## src/cu_config.svh

```systemverilog
`ifndef CU_CONFIG_SVH
`define CU_CONFIG_SVH

// Instruction word, opcode in the high nibble and sub-code in the low one
`define CU_INSTR_W 8

// Datapath register file, one write enable per register
`define CU_REG_N 16

// Registers with a dedicated incrementer
`define CU_INC_W 6

// Registers with a synchronous clear
`define CU_RST_W 5

// Compare pairs M, K and N
`define CU_CMP_W 3

`endif

```

## src/cu_pkg.sv

```systemverilog
`include "cu_config.svh"

package cu_pkg;

    // High nibble of the instruction
    typedef enum logic [3:0] {
        OP_NOOP  = 4'd0,
        OP_JMP   = 4'd1,
        OP_COPY  = 4'd2,
        OP_LOAD  = 4'd3,
        OP_STORE = 4'd4,
        OP_RESET = 4'd6,
        OP_MOVE  = 4'd7,
        OP_SET   = 4'd8,
        OP_MUL   = 4'd9,
        OP_ADD   = 4'd10,
        OP_INC   = 4'd11
    } opcode_e;

    // Sub-codes, per opcode group
    localparam logic [3:0] SUB_JMP_M    = 4'd0;
    localparam logic [3:0] SUB_JMP_K    = 4'd1;
    localparam logic [3:0] SUB_JMP_N    = 4'd2;
    localparam logic [3:0] SUB_COPY_M1  = 4'd0;
    localparam logic [3:0] SUB_COPY_K1  = 4'd1;
    localparam logic [3:0] SUB_COPY_N1  = 4'd2;
    localparam logic [3:0] SUB_LOAD_C1  = 4'd0;
    localparam logic [3:0] SUB_LOAD_C2  = 4'd1;
    localparam logic [3:0] SUB_RST_ALL  = 4'd0;
    localparam logic [3:0] SUB_RST_N2   = 4'd1;
    localparam logic [3:0] SUB_RST_K2   = 4'd2;
    localparam logic [3:0] SUB_MOVE_RP  = 4'd0;
    localparam logic [3:0] SUB_MOVE_RT  = 4'd1;
    localparam logic [3:0] SUB_MOVE_C1  = 4'd2;
    localparam logic [3:0] SUB_SET_C1   = 4'd0;
    localparam logic [3:0] SUB_SET_DR   = 4'd1;
    localparam logic [3:0] SUB_ADD_RT   = 4'd0;
    localparam logic [3:0] SUB_ADD_RM1  = 4'd1;
    localparam logic [3:0] SUB_ADD_RM2  = 4'd2;
    localparam logic [3:0] SUB_INC_C2   = 4'd0;
    localparam logic [3:0] SUB_INC_C3   = 4'd1;
    localparam logic [3:0] SUB_INC_M2   = 4'd2;
    localparam logic [3:0] SUB_INC_K2   = 4'd3;
    localparam logic [3:0] SUB_INC_N2   = 4'd4;

    typedef enum logic [5:0] {
        IDLE = 6'd0,
        FETCH1, FETCH2, FETCH3,
        JMPM, JMPK, JMPN, JMP2, JMP3, JMP4, NJMP,
        COPY1, COPY2, COPY3, COPY4, COPYM, COPYK, COPYN,
        LOADC1, LOADC2, LOAD2, LOAD3,
        STORE1, STORE2, STORE3,
        RSTALL, RSTN2, RSTK2,
        MOVEP, MOVET, MOVEC1,
        SETC1, SETDR,
        MUL1,
        ADDRT, ADDRM1, ADDRM2,
        INCC2, INCC3, INCM2, INCK2, INCN2
    } cuState_e;

    // Datapath bus source select
    typedef enum logic [3:0] {
        BUS_NONE = 4'd0,
        BUS_AC   = 4'd1,
        BUS_C3   = 4'd2,
        BUS_C2   = 4'd3,
        BUS_C1   = 4'd4,
        BUS_RN2  = 4'd5,
        BUS_RK2  = 4'd6,
        BUS_RM2  = 4'd7,
        BUS_RN1  = 4'd8,
        BUS_RK1  = 4'd9,
        BUS_RM1  = 4'd10,
        BUS_RT   = 4'd11,
        BUS_RP   = 4'd12,
        BUS_DR   = 4'd13,
        BUS_AR   = 4'd14
    } busSrc_e;

    typedef enum logic [2:0] {
        ALU_NONE = 3'd0,
        ALU_SET  = 3'd1,
        ALU_MUL  = 3'd2,
        ALU_ADD  = 3'd4
    } aluOp_e;

    // Write-enable bit positions
    typedef enum logic [3:0] {
        REG_AC  = 4'd0,
        REG_C3  = 4'd1,
        REG_C2  = 4'd2,
        REG_C1  = 4'd3,
        REG_RN2 = 4'd4,
        REG_RK2 = 4'd5,
        REG_RM2 = 4'd6,
        REG_RN1 = 4'd7,
        REG_RK1 = 4'd8,
        REG_RM1 = 4'd9,
        REG_RT  = 4'd10,
        REG_RP  = 4'd11,
        REG_DR  = 4'd12,
        REG_AR  = 4'd13,
        REG_IR  = 4'd14,
        REG_PC  = 4'd15
    } regIdx_e;

    localparam int INC_C3  = 0; // Increment vector
    localparam int INC_C2  = 1;
    localparam int INC_RN2 = 2;
    localparam int INC_RK2 = 3;
    localparam int INC_RM2 = 4;
    localparam int INC_PC  = 5;

    localparam int RST_AC  = 0; // Clear vector
    localparam int RST_RN2 = 1;
    localparam int RST_RK2 = 2;
    localparam int RST_RM2 = 3;
    localparam int RST_RT  = 4;

    localparam int CMP_N = 0; // Compare-select vector
    localparam int CMP_K = 1;
    localparam int CMP_M = 2;

    typedef struct packed {
        logic                   iRomRead;
        logic                   memRead;
        logic                   memWrite;
        logic [`CU_REG_N-1:0]   wEn;
        busSrc_e                busSel;
        logic [`CU_INC_W-1:0]   inc;
        logic [`CU_RST_W-1:0]   rst;
        logic [`CU_CMP_W-1:0]   compSel;
        aluOp_e                 aluOp;
    } ctrlWord_t;

    typedef struct packed {
        opcode_e                op;
        logic [`CU_INSTR_W-5:0] sub;
    } instr_t;

endpackage

```

## src/instrDecoder.sv

```systemverilog
`timescale 1ns/1ps

module instrDecoder (
    input  cu_pkg::instr_t   latchedInstr,
    output cu_pkg::cuState_e entryState
);

    import cu_pkg::*;

    // First execute state; IDLE covers NOOP and every undefined code
    always_comb begin
        entryState = IDLE;
        case (latchedInstr.op)
            OP_JMP: begin
                case (latchedInstr.sub)
                    SUB_JMP_M: entryState = JMPM;
                    SUB_JMP_K: entryState = JMPK;
                    SUB_JMP_N: entryState = JMPN;
                    default:   entryState = IDLE;
                endcase
            end
            OP_COPY:  entryState = COPY1; // Target picked later in COPY4
            OP_LOAD: begin
                case (latchedInstr.sub)
                    SUB_LOAD_C1: entryState = LOADC1;
                    SUB_LOAD_C2: entryState = LOADC2;
                    default:     entryState = IDLE;
                endcase
            end
            OP_STORE: entryState = STORE1;
            OP_RESET: begin
                case (latchedInstr.sub)
                    SUB_RST_ALL: entryState = RSTALL;
                    SUB_RST_N2:  entryState = RSTN2;
                    SUB_RST_K2:  entryState = RSTK2;
                    default:     entryState = IDLE;
                endcase
            end
            OP_MOVE: begin
                case (latchedInstr.sub)
                    SUB_MOVE_RP: entryState = MOVEP;
                    SUB_MOVE_RT: entryState = MOVET;
                    SUB_MOVE_C1: entryState = MOVEC1;
                    default:     entryState = IDLE;
                endcase
            end
            OP_SET: begin
                case (latchedInstr.sub)
                    SUB_SET_C1: entryState = SETC1;
                    SUB_SET_DR: entryState = SETDR;
                    default:    entryState = IDLE;
                endcase
            end
            OP_MUL:   entryState = MUL1; // AC <= RP * AC
            OP_ADD: begin
                case (latchedInstr.sub)
                    SUB_ADD_RT:  entryState = ADDRT;
                    SUB_ADD_RM1: entryState = ADDRM1;
                    SUB_ADD_RM2: entryState = ADDRM2;
                    default:     entryState = IDLE;
                endcase
            end
            OP_INC: begin
                case (latchedInstr.sub)
                    SUB_INC_C2: entryState = INCC2;
                    SUB_INC_C3: entryState = INCC3;
                    SUB_INC_M2: entryState = INCM2;
                    SUB_INC_K2: entryState = INCK2;
                    SUB_INC_N2: entryState = INCN2;
                    default:    entryState = IDLE;
                endcase
            end
            default:  entryState = IDLE;
        endcase
    end

endmodule

```

## src/cuSequencer.sv

```systemverilog
`timescale 1ns/1ps

module cuSequencer (
    input  logic             Clk,
    input  logic             rstN,
    input  logic             z,
    input  cu_pkg::instr_t   regIr,
    input  cu_pkg::cuState_e entryState,
    output cu_pkg::cuState_e state,
    output cu_pkg::instr_t   latchedInstr
);

    import cu_pkg::*;

    cuState_e nextState;
    instr_t   instrReg;

    always_ff @(posedge Clk or negedge rstN) begin
        if (!rstN) begin
            state <= IDLE;
        end else begin
            state <= nextState;
        end
    end

    // Latched in FETCH3 and held for the rest of the instruction
    always_ff @(posedge Clk or negedge rstN) begin
        if (!rstN) begin
            instrReg <= '0;
        end else if (state == FETCH3) begin
            instrReg <= regIr;
        end
    end

    // Bypass so the decoder sees the new instruction during FETCH3
    assign latchedInstr = (state == FETCH3) ? regIr : instrReg;

    always_comb begin
        nextState = FETCH1; // Default covers every last execute cycle
        case (state)
            IDLE:   nextState = FETCH1;
            FETCH1: nextState = FETCH2;
            FETCH2: nextState = FETCH3;
            FETCH3: nextState = entryState;

            // Compare result sampled in the first jump cycle
            JMPM, JMPK, JMPN: begin
                if (z) begin
                    nextState = NJMP;
                end else begin
                    nextState = JMP2;
                end
            end
            JMP2:   nextState = JMP3;
            JMP3:   nextState = JMP4;

            COPY1:  nextState = COPY2;
            COPY2:  nextState = COPY3;
            COPY3:  nextState = COPY4;
            COPY4: begin
                case (instrReg.sub)
                    SUB_COPY_M1: nextState = COPYM;
                    SUB_COPY_K1: nextState = COPYK;
                    SUB_COPY_N1: nextState = COPYN;
                    default:     nextState = IDLE; // Bad target, drop it
                endcase
            end

            LOADC1, LOADC2: nextState = LOAD2;
            LOAD2:  nextState = LOAD3;

            STORE1: nextState = STORE2;
            STORE2: nextState = STORE3;

            default: nextState = FETCH1;
        endcase
    end

    // Once out of reset the FSM must always hold a known state
    stateKnown: assert property (@(posedge Clk) disable iff (!rstN) !$isunknown(state))
        else $error("cuSequencer state is unknown");

endmodule

```

## src/controlWordGen.sv

```systemverilog
`timescale 1ns/1ps

module controlWordGen (
    input  cu_pkg::cuState_e  state,
    output cu_pkg::ctrlWord_t ctrl
);

    import cu_pkg::*;

    // Moore output table with unnamed fields left at zero
    always_comb begin
        ctrl = '0;
        case (state)
            FETCH1, COPY1, JMP2: ctrl.iRomRead = 1'b1; // Read instruction ROM at PC
            FETCH2: begin
                ctrl.wEn[REG_IR] = 1'b1;
                ctrl.inc[INC_PC] = 1'b1;
            end

            JMPM: ctrl.compSel[CMP_M] = 1'b1; // M1 - M2
            JMPK: ctrl.compSel[CMP_K] = 1'b1; // K1 - K2
            JMPN: ctrl.compSel[CMP_N] = 1'b1; // N1 - N2
            JMP3: ctrl.wEn[REG_AR] = 1'b1;    // AR <= target from ROM
            JMP4: begin
                ctrl.wEn[REG_PC] = 1'b1;
                ctrl.busSel = BUS_AR;
            end
            NJMP: ctrl.inc[INC_PC] = 1'b1;    // Skip the target word

            // Address word from ROM, then operand from memory
            COPY2: begin
                ctrl.wEn[REG_AR] = 1'b1;
                ctrl.inc[INC_PC] = 1'b1;
            end
            COPY3, LOAD2: ctrl.memRead = 1'b1;
            COPY4, LOAD3: ctrl.wEn[REG_DR] = 1'b1;
            COPYM: begin
                ctrl.wEn[REG_RM1] = 1'b1;
                ctrl.busSel = BUS_DR;
            end
            COPYK: begin
                ctrl.wEn[REG_RK1] = 1'b1;
                ctrl.busSel = BUS_DR;
            end
            COPYN: begin
                ctrl.memRead = 1'b1; // Extra read on the N1 copy
                ctrl.wEn[REG_RN1] = 1'b1;
                ctrl.busSel = BUS_DR;
            end

            LOADC1: begin
                ctrl.wEn[REG_AR] = 1'b1;
                ctrl.busSel = BUS_C1;
            end
            LOADC2: begin
                ctrl.wEn[REG_AR] = 1'b1;
                ctrl.busSel = BUS_C2;
            end

            STORE1: begin
                ctrl.wEn[REG_DR] = 1'b1; // DR <= RT
                ctrl.busSel = BUS_RT;
            end
            STORE2: begin
                ctrl.wEn[REG_AR] = 1'b1; // AR <= C3
                ctrl.busSel = BUS_C3;
            end
            STORE3: begin
                ctrl.memWrite = 1'b1;
                ctrl.busSel = BUS_DR;
            end

            RSTALL: begin
                ctrl.rst[RST_RT] = 1'b1;
                ctrl.rst[RST_RM2] = 1'b1;
                ctrl.rst[RST_RK2] = 1'b1;
                ctrl.rst[RST_RN2] = 1'b1;
                ctrl.rst[RST_AC] = 1'b1;
            end
            RSTN2: ctrl.rst[RST_RN2] = 1'b1;
            RSTK2: ctrl.rst[RST_RK2] = 1'b1;

            MOVEP, MOVET, MOVEC1: begin
                ctrl.busSel = BUS_AC;
                if (state == MOVEP) begin
                    ctrl.wEn[REG_RP] = 1'b1;
                end else if (state == MOVET) begin
                    ctrl.wEn[REG_RT] = 1'b1;
                end else begin
                    ctrl.wEn[REG_C1] = 1'b1;
                end
            end

            // Every ALU op lands in AC
            SETC1, SETDR: begin
                ctrl.wEn[REG_AC] = 1'b1;
                ctrl.aluOp = ALU_SET;
                ctrl.busSel = (state == SETC1) ? BUS_C1 : BUS_DR;
            end
            MUL1: begin
                ctrl.wEn[REG_AC] = 1'b1;
                ctrl.aluOp = ALU_MUL;
                ctrl.busSel = BUS_RP;
            end
            ADDRT, ADDRM1, ADDRM2: begin
                ctrl.wEn[REG_AC] = 1'b1;
                ctrl.aluOp = ALU_ADD;
                if (state == ADDRT) begin
                    ctrl.busSel = BUS_RT;
                end else if (state == ADDRM1) begin
                    ctrl.busSel = BUS_RM1;
                end else begin
                    ctrl.busSel = BUS_RM2;
                end
            end

            INCC2: ctrl.inc[INC_C2] = 1'b1;
            INCC3: ctrl.inc[INC_C3] = 1'b1;
            INCM2: ctrl.inc[INC_RM2] = 1'b1;
            INCK2: ctrl.inc[INC_RK2] = 1'b1;
            INCN2: ctrl.inc[INC_RN2] = 1'b1;

            default: ctrl = '0; // IDLE, FETCH3
        endcase
    end

    // Checked on every state change against the word of the state being left
    memPortExcl: assert property (@(state) !(ctrl.memRead && ctrl.memWrite))
        else $error("memRead and memWrite asserted together");

    // Single write port on the bus
    singleWrite: assert property (@(state) $onehot0(ctrl.wEn))
        else $error("More than one register write enable set");

endmodule

```

## src/controlUnit.sv

```systemverilog
`timescale 1ns/1ps

module controlUnit (
    input  logic              Clk,
    input  logic              rstN,
    input  logic              z,
    input  cu_pkg::instr_t    regIr,
    output cu_pkg::ctrlWord_t ctrl
);

    import cu_pkg::*;

    cuState_e state;
    cuState_e entryState;
    instr_t   latchedInstr;

    cuSequencer uSequencer (
        .Clk          (Clk),
        .rstN         (rstN),
        .z            (z),
        .regIr        (regIr),
        .entryState   (entryState),
        .state        (state),
        .latchedInstr (latchedInstr)
    );

    instrDecoder uDecoder (
        .latchedInstr (latchedInstr),
        .entryState   (entryState)
    );

    // Control word straight from the state register
    controlWordGen uCtrlGen (
        .state (state),
        .ctrl  (ctrl)
    );

endmodule

```

## config.mk

```make
export PLATFORM = sky130hd
export DESIGN_NAME = controlUnit
export DESIGN_NICKNAME = d
export VERILOG_FILES = /design/src/cu_pkg.sv /design/src/instrDecoder.sv /design/src/cuSequencer.sv /design/src/controlWordGen.sv /design/src/controlUnit.sv
export VERILOG_INCLUDE_DIRS = /design/src
export SDC_FILE = /design/constraint.sdc
export NUM_CORES = 1
export LEC_CHECK = 0
export ABC_AREA = 1
export ABC_CLOCK_PERIOD_IN_PS = 2500
export BUFFER_PORTS_ARGS = -buffer_cell sky130_fd_sc_hd__buf_2
export CORE_MARGIN = 8
export CORE_UTILIZATION = 53
export DETAILED_ROUTE_END_ITERATION = 10
export PLACE_DENSITY_LB_ADDON = 0.15
export SETUP_SLACK_MARGIN = 0.15
export SYNTH_ARGS = -nofsm -noshare
export SYNTH_HDL_FRONTEND = slang
export SYNTH_SLANG_ARGS = --single-unit
```

## constraint.sdc

```tcl
create_clock -name Clk -period 2.5 [get_ports Clk]
set_input_delay 0.5 -clock Clk [delete_from_list [all_inputs] [get_ports Clk]]
set_output_delay 0.5 -clock Clk [all_outputs]
set_load 0.005 [all_outputs]
```

# Word level (Yosys, flattened, before mapping)
# Index checks and enable logic that the tools add are counted.
dict set report totals {
  register_bits 14
  in_bits 11
  elab_cells 124
}
dict set report classes {
  eq_ne 57
  muxes 48
  n_reduce_logical 16
}
# operator count
set ops {}
lappend ops {{equality test 6 x 5 -> 1 bit (second input constant)} 16}
lappend ops {{one-hot mux 6 bit (14 select lines)} 1}
lappend ops {{equality test 6 bit (second input constant)} 10}
lappend ops {{one-hot mux 6 bit (10 select lines)} 1}
lappend ops {{equality test 6 x 4 -> 1 bit (second input constant)} 8}
lappend ops {{one-hot mux 5 bit (3 select lines)} 3}
lappend ops {{one-hot mux 4 bit (10 select lines)} 1}
lappend ops {{one-hot mux 6 bit (5 select lines)} 1}
lappend ops {{2-to-1 mux 1 bit} 29}
lappend ops {{equality test 6 x 3 -> 1 bit (second input constant)} 4}
lappend ops {{OR reduction 3 bit} 7}
lappend ops {{equality test 4 x 2 -> 1 bit (second input constant)} 5}
lappend ops {{one-hot mux 3 bit (3 select lines)} 2}
lappend ops {{one-hot mux 6 bit (3 select lines)} 1}
lappend ops {{equality test 4 x 3 -> 1 bit (second input constant)} 4}
lappend ops {{equality test 4 bit (second input constant)} 4}
lappend ops {{2-to-1 mux 4 bit} 4}
lappend ops {{equality test 4 x 1 -> 1 bit (second input constant)} 3}
lappend ops {{equality test 6 x 2 -> 1 bit (second input constant)} 2}
lappend ops {{one-hot mux 6 bit (2 select lines)} 1}
lappend ops {{one-hot mux 5 bit (2 select lines)} 1}
lappend ops {{zero test 4 bit} 2}
lappend ops {{2-to-1 mux 8 bit} 1}
lappend ops {{OR reduction 2 bit} 4}
lappend ops {{other kinds (5)} 6}

# Depth between registers and ports, before layout
# Gate-level depths: netlist (run 1).
dict set report depth {
  word_depth 6
  ltp_mapped 16
  ltp_nobuf 15
}

# Cells and area by module
# From an unflattened synthesis (run 1), not the netlist that was laid out.
dict set report hier_totals {
  hier_cells 312
  area_unflattened_um2 1711.6
}
# module n_inst cells_per_inst area_each_um2 seq_area_each_um2
set modules_own_cells {}
lappend modules_own_cells {cuSequencer 1 122 824.5 350.3}
lappend modules_own_cells {controlWordGen 1 115 573.0 0.0}
lappend modules_own_cells {instrDecoder 1 75 314.1 0.0}

# Least setup slack after synthesis (run 1)
# No wires, ideal clock.
dict set report synth_timing {
  kind {reg2out}
  from {register uSequencer.state[3]}
  to {output ctrl[20] (netlist bit)}
  arrival_time_ns 1.489
  t_required_ns 2.000
  slack_ns 0.511
  stages_incl_launch_ff 10
  path_buffers 1
  path_cell_list {dfrtp_1 -> nor2_4 -> buf_6 -> nand2_1 -> nor2_1 -> or2_1 -> nor3_1 -> inv_1 -> nor4_2 -> nand2_1}
}
# item line_no
set synth_rtl {}
lappend synth_rtl {{start: declaration} cuSequencer.sv:9} ;# output cu_pkg::cuState_e state,
lappend synth_rtl {{start signal: assignment} cuSequencer.sv:22} ;# state <= nextState;
lappend synth_rtl {{end: declaration} controlUnit.sv:8} ;# output cu_pkg::ctrlWord_t ctrl

==> results of run 1 <==
## worst reg2reg max path: stages (launching register included)
cell and delay, ps:
dfrtp_2 480, nor2_4 200, buf_4 210, buf_4 160
nand4_1 120, nand2_1 210, nand2_2 110, nor2_2 120
o22ai_1 90, a21oi_2 230, nor2b_1 160
## registers in the layout (all words and copies together) (netlist names)
name / count
uSequencer.instrReg: 8
uSequencer.state: 6
## routing by layer
metal	vias up	GRT usage, %
met5	-	0
met3	31	2.40
met4	0	7.39
met1	1022	27.0
met2	159	34.8
li1	1085	-
## timing repair
item,4_1_cts,5_1_grt
endpoints found under the setup margin,4,10
hold buffers,0,0
gates cloned,0,1
gates resized for setup,13,15
setup buffers,8,3
pin swaps,4,2
## how the worst min path moves through the flow
stage | startpoint | cells after the start | endpoint
floorplan | rstN | 0 | uSequencer.instrReg[0]$_DFF_PN0_
global placement | rstN | 1 | uSequencer.instrReg[0]$_DFF_PN0_
detailed placement | rstN | 1 | uSequencer.instrReg[0]$_DFF_PN0_
CTS | rstN | 1 | uSequencer.instrReg[0]$_DFF_PN0_
global route | rstN | 1 | uSequencer.instrReg[0]$_DFF_PN0_
finish | rstN | 1 | uSequencer.instrReg[0]$_DFF_PN0_
## through the flow
stage	total power, mW	utilization (%)	cells	setup WS [ps]
final	2.56	68.2	419	119
after global routing	2.79	68.2	419	21.9
after CTS	2.41	65.8	415	157
after detailed placement	2.13	61.9	403	199
after global placement	2.12	61.9	403	195
after floorplan	1.76	-	319	511
## power by group through the flow
stage          registers, mW  clock network (mW)  logic (mW)
2_1_floorplan          0.383                   0        1.38
3_3_place_gp           0.401                   0        1.72
3_5_place_dp           0.401                   0        1.73
4_1_cts                0.394               0.170        1.85
5_1_grt                0.413               0.180        2.20
6_report               0.404               0.170        1.99
## cells by family after synthesis
group                  count (synthesis)
AO/OA/AOI/OAI                         23
flip-flops                            14
AND/OR/NAND/NOR                      208
buffers and inverters                 69
other                                  1
## cell type report
type	count	share of cell area, %
sequential	14	15.7
timing repair buffer	62	15.8
multi-input combinational	237	54.7
clock buffer	4	1.61
tap	46	2.55
inverter	56	9.64
## synthesized netlist by cell type, types with 2 or more instances
master,instances
inv_1,49
nor3_1,10
a21oi_1,2
inv_2,4
o21ai_1,3
o211ai_1,2
o21ai_0,7
nand2_2,19
nor2_1,55
nand2_1,80
nor2_4,2
nand4_1,13
o21ai_4,2
buf_6,2
nor2_2,4
buf_4,9
nor3b_1,2
dfrtp_1,14
nand3_1,14
==> flow_summary.yaml, run 1 <==
yosys:
  synth-xor-area-share_pct: 0
  synthAdderAreaFrac_pct: 0
  synth_top_cells_by_area: "dfrtp_1 (19%), nand2_1 (16%), nor2_1 (11%), inv_1 (10%), nand2_2 (6.5%)"
  synth.largest_area_cell: "dfrtp_1"
  synth_cell_type_count: 41
  synth_top_family_by_area: "simple AND/OR/NAND/NOR gates"
  syn-cell-area_um2: 1820
  synth-edff-count: 0
  synth_top_area_share_pct: 19.2
  ys.flop_type: "dfrtp_1"
  synth-simple-area-share_pct: 53.5
  ys_ff_latch: 14
  yosysWarnings: 0
  synthArstFlopShare_pct: 100
  synth_compound_area_share_pct: 8.99
  yosysSeqAreaShare_pct: 19.2
  syn_area_per_cell_um2: 5.79
  synth_cells: 315
  muxShareOfSynthArea_pct: 0
detailed_routing:
  wl_met1_um: 2400
  firstDrtPassIters: 6
  wl_um: 5900
  met2_length_um: 2710
  dr_wl_met3_um: 621
  drc_errors: 0
  final_antenna_net_count: 0
  drt_iter0_drc: 266
  viasPerCell: 5.48
  vias: 2297
  wl_per_cell_um: 14.1
  top_layer_used: "met4"
finish:
  seqCellArea_um2: 355
  nNetsFinal: 385
  area_delta_synth_final_pct: 23.9
  multi_input_area_um2: 1230
  num_antenna_cells: 0
  drive_gt1_share_pct: 34.0
  layout_commonest_cell: "nand2_1"
  most-common-layout-cells: "nand2_1 (75), nor2_1 (51), buf_2 (45)"
  design_area_um2: 2260
  fillers: 311
power:
  power.leakage_nw: 1.32
  comb_power_share_pct: 77.6
  p_switching_mw: 1.48
  p_int_mw: 1.08
  powerDensity_nw_per_um2: 1140
  irDropWorstVdd_mv: 0.682
  p_sw_share_pct: 57.8
  p_clk_share_pct: 6.6
  seq_power_share_pct: 15.7
global_routing:
  grt_usage_pct: 20.9
  grt_pass1_wl_um: 9220
  antenna_found_initial: 0
  grt_max_degree: 22
  grt_pass1_vias: 2012
  grt.overflow.total: 0
clocking:
  cts_sinks: 14
  cts_buffers: 3
  cts_tree: "built"
  clk_pin_slew_worst_paths_ps: 100
  clk_latency_ps: 290
  cts-root-buf: "clkbuf_4"
  htreeDepth: 1
  cts_buffer_depth: 2
status:
  outcome: "complete, no violations"
setup_path:
  crit_chain: "buf_4 -> nor2_2 -> inv_1 -> nor2_1 -> inv_1 -> a21oi_1 -> nor2_1 -> o2111ai_1 -> buf_2"
  crit_cells: 9
  worst_ep_required_time_ps: 2000
  cp.arrival_ps: 1880
  crit_start: "uSequencer.state[0]$_DFF_PN0_"
  r2r_slack_ps: 330
  crit_family: "buffers and inverters"
  reg2reg_depth: 10
  crit_path_start_kind: "flip-flop"
  critPathMaxFanout: 4
  r2r_start: "uSequencer.state[3]$_DFF_PN0_"
  cpPeakStageDelay_ps: 440
  r2r-end: "uSequencer.state[5]$_DFF_PN0_"
  crit_buf_inv: 4
  worst-setup-path-type: "flip-flop to primary output"
  cp-end-kind: "primary output"
  crit_end: "ctrl[17]"
  cpMaxStageDelayCell: "dfrtp_2"
hold_path:
  holdCritPathClass: "input port to asynchronous set/reset pin"
sta:
  fin_crit_ps: 2380
  finalCritPeriodShare_pct: 95.3
  drv_slew: 0
  finalSetupViolations: 0
  setup_tns_ps: 0
  finalClockSkew_ps: 10.4
  hold-worst-slack_ps: 89.4
  fmax_mhz: 420
  hold_viol: 0
  rsz0062_at_grt: "true"
place:
  placed_area_um2: 2050
  place.gp.congestion: 0.973
  dpl.hpwl_um: 4500
  port_buffers: 45
run:
  drv_cap: 0
die:
  ios: 51
  die_h_um: 74.7
  rows: 21
  die_area_um2: 5570
  core_area_um2: 3310
  start_util_pct: 55.1
  die_x_um: 74.7
No activity file was read; power rests on OpenSTA's default activity.
==> run 2: changes to the inputs <==
--- a/config.mk
+++ b/config.mk
@@ -9,9 +9,11 @@
 export ABC_AREA = 1
 export ABC_CLOCK_PERIOD_IN_PS = 2500
 export BUFFER_PORTS_ARGS = -buffer_cell sky130_fd_sc_hd__buf_2
+export CAP_MARGIN = 20
 export CORE_MARGIN = 8
 export CORE_UTILIZATION = 53
 export DETAILED_ROUTE_END_ITERATION = 10
+export MAX_ROUTING_LAYER = met4
 export PLACE_DENSITY_LB_ADDON = 0.15
 export SETUP_SLACK_MARGIN = 0.15
 export SYNTH_ARGS = -nofsm -noshare
==> run 2 against run 1 <==
Net effect: register-to-register slack gained 20 ps; via count grew 1.8%; hold slack better by 2.0 ps; highest routed layer unchanged; clock power barely moved; flip-flop and latch count unchanged; sequential share of layout area down 0.59 points; first-iteration DRC count is 4.5% lower; largest power group unchanged; final area up 3.9%.
==> flow_summary.yaml, run 2 (same netlist as run 1, synthesis figures left out) <==
detailed_routing:
  wl_um: 6130
  top_layer_used: "met4"
  wl_met1_um: 2390
  met2_length_um: 2850
  dr_wl_met3_um: 708
  drc_errors: 0
  viasPerCell: 5.48
  drt_iter0_drc: 254
  final_antenna_net_count: 0
  wl_per_cell_um: 14.4
  firstDrtPassIters: 7
  vias: 2338
clocking:
  cts_sinks: 14
  cts_buffers: 3
  cts_hold_buffers: 0
  cts_buffer_depth: 2
  cts_tree: "built"
  clk_latency_ps: 290
  clk_pin_slew_worst_paths_ps: 90
  htreeDepth: 1
  cts-root-buf: "clkbuf_4"
sta:
  fin_crit_ps: 2360
  finalSetupViolations: 0
  finalCritPeriodShare_pct: 94.3
  fmax_mhz: 424
  fin_ws_ps: 144
  hold-worst-slack_ps: 91.4
  drv_slew: 0
  rsz0062_at_grt: "true"
  setup_tns_ps: 0
  hold_viol: 0
  finalClockSkew_ps: 8.57
die:
  start_util_pct: 55.1
  ios: 51
  core_area_um2: 3310
  rows: 21
  die_x_um: 74.7
  die_h_um: 74.7
  die_area_um2: 5570
global_routing:
  antenna_found_initial: 0
  grt_pass1_wl_um: 9400
  grt_max_degree: 22
  grt_pass1_vias: 2089
  grt.overflow.total: 0
  grt_usage_pct: 21.9
power:
  powerDensity_nw_per_um2: 1130
  power.leakage_nw: 1.36
  irDropWorstVdd_mv: 0.741
run:
  drv_cap: 0
finish:
  nNetsFinal: 393
  fillers: 295
  layout_commonest_cell: "nand2_1"
  largestRegisters: "uSequencer.instrReg (8), uSequencer.state (6)"
  largest_reg_flops: 8
  num_antenna_cells: 0
  drive_gt1_share_pct: 37.5
  area_delta_synth_final_pct: 28.7
  regMostFlops: "uSequencer.instrReg"
  fin_util_pct: 70.9
  most-common-layout-cells: "nand2_1 (74), nor2_1 (49), buf_2 (45)"
  design_area_um2: 2350
setup_path:
  critPathMaxFanout: 5
  crit_family: "buffers and inverters"
  crit_path_start_kind: "flip-flop"
  cp-end-kind: "primary output"
  cpPeakStageDelay_ps: 420
  crit_top_cell: "inv_1"
  worst-setup-path-type: "flip-flop to primary output"
  cpMaxStageDelayCell: "dfrtp_2"
  cp.arrival_ps: 1860
  crit_chain: "buf_6 -> inv_4 -> nand2_4 -> inv_1 -> nand2_2 -> nor2_2 -> inv_1 -> nand2_1 -> o21ai_0 -> o2111ai_1 -> buf_2"
  worst_ep_required_time_ps: 2000
  crit_buf_inv: 5
place:
  place.gp.congestion: 0.987
  placed_area_um2: 2050
  dpl_worst_slack_ps: 127
  port_buffers: 45
  dpl.hpwl_um: 4520
hold_path:
  holdCritPathClass: "input port to asynchronous set/reset pin"
status:
  outcome: "complete, no violations"
[run 2: changes by cell type in the layout (fill, tap and decap cells not counted), sizes merged]
cell,previous run,this run
buf,62,70
[run 2: metal layers]
metal,vias to the layer above,global-route usage (%)
li1,1118,-
met1,1036,26.7
met2,158,33.0
met3,26,4.66
met4,0,11.3
met5,-,-
[run 2: path summary, 6_finish.rpt]
path                                             startpoint                                to  slack (ps)  depth (start not counted)
max                           uSequencer.state[0]$_DFF_PN0_                          ctrl[17]         140                         11
min                                                    rstN  uSequencer.instrReg[0]$_DFF_PN0_          90                          1
max reg2reg                   uSequencer.state[3]$_DFF_PN0_     uSequencer.state[3]$_DFF_PN0_         350                         11
min reg2reg                uSequencer.instrReg[6]$_DFF_PN0_  uSequencer.instrReg[6]$_DFF_PN0_         550                          2
max in group asynchronous                              rstN     uSequencer.state[0]$_DFF_PN0_        2130                          1
min in group Clk                                   regIr[3]  uSequencer.instrReg[3]$_DFF_PN0_         510                          3
[run 2: layout make-up]
| class | instances | area, um^2 | share of cell area, % |
|---|---|---|---|
| clock buffer | 4 | 36.3 | 1.55 |
| inverter | 56 | 220 | 9.39 |
| multi-input combinational | 237 | 1260 | 53.5 |
| sequential | 14 | 355 | 15.1 |
| tap | 46 | 57.6 | 2.45 |
| timing repair buffer | 70 | 420 | 17.9 |
[run 2: what timing repair did]
| action | in CTS | in global routing |
|---|---|---|
| buffers inserted | 13 | 6 |
| endpoints found under the setup margin | 4 | 9 |
| cloned | 0 | 1 |
| gates resized for setup | 22 | 18 |
| pin swaps | 9 | 6 |
[run 2: where the power goes]
part,internal [mW],switching (mW),total [mW]
clock,0.0888,0.0784,0.167
sequential,0.325,0.0741,0.399
combinational,0.723,1.36,2.09
total,1.14,1.52,2.65
[run 2: stage by stage]
step | instances | power, mW
floorplan | 319 | 1.76
global placement | 403 | 2.12
detailed placement | 403 | 2.13
CTS | 420 | 2.50
global route | 427 | 2.87
finish | 427 | 2.65
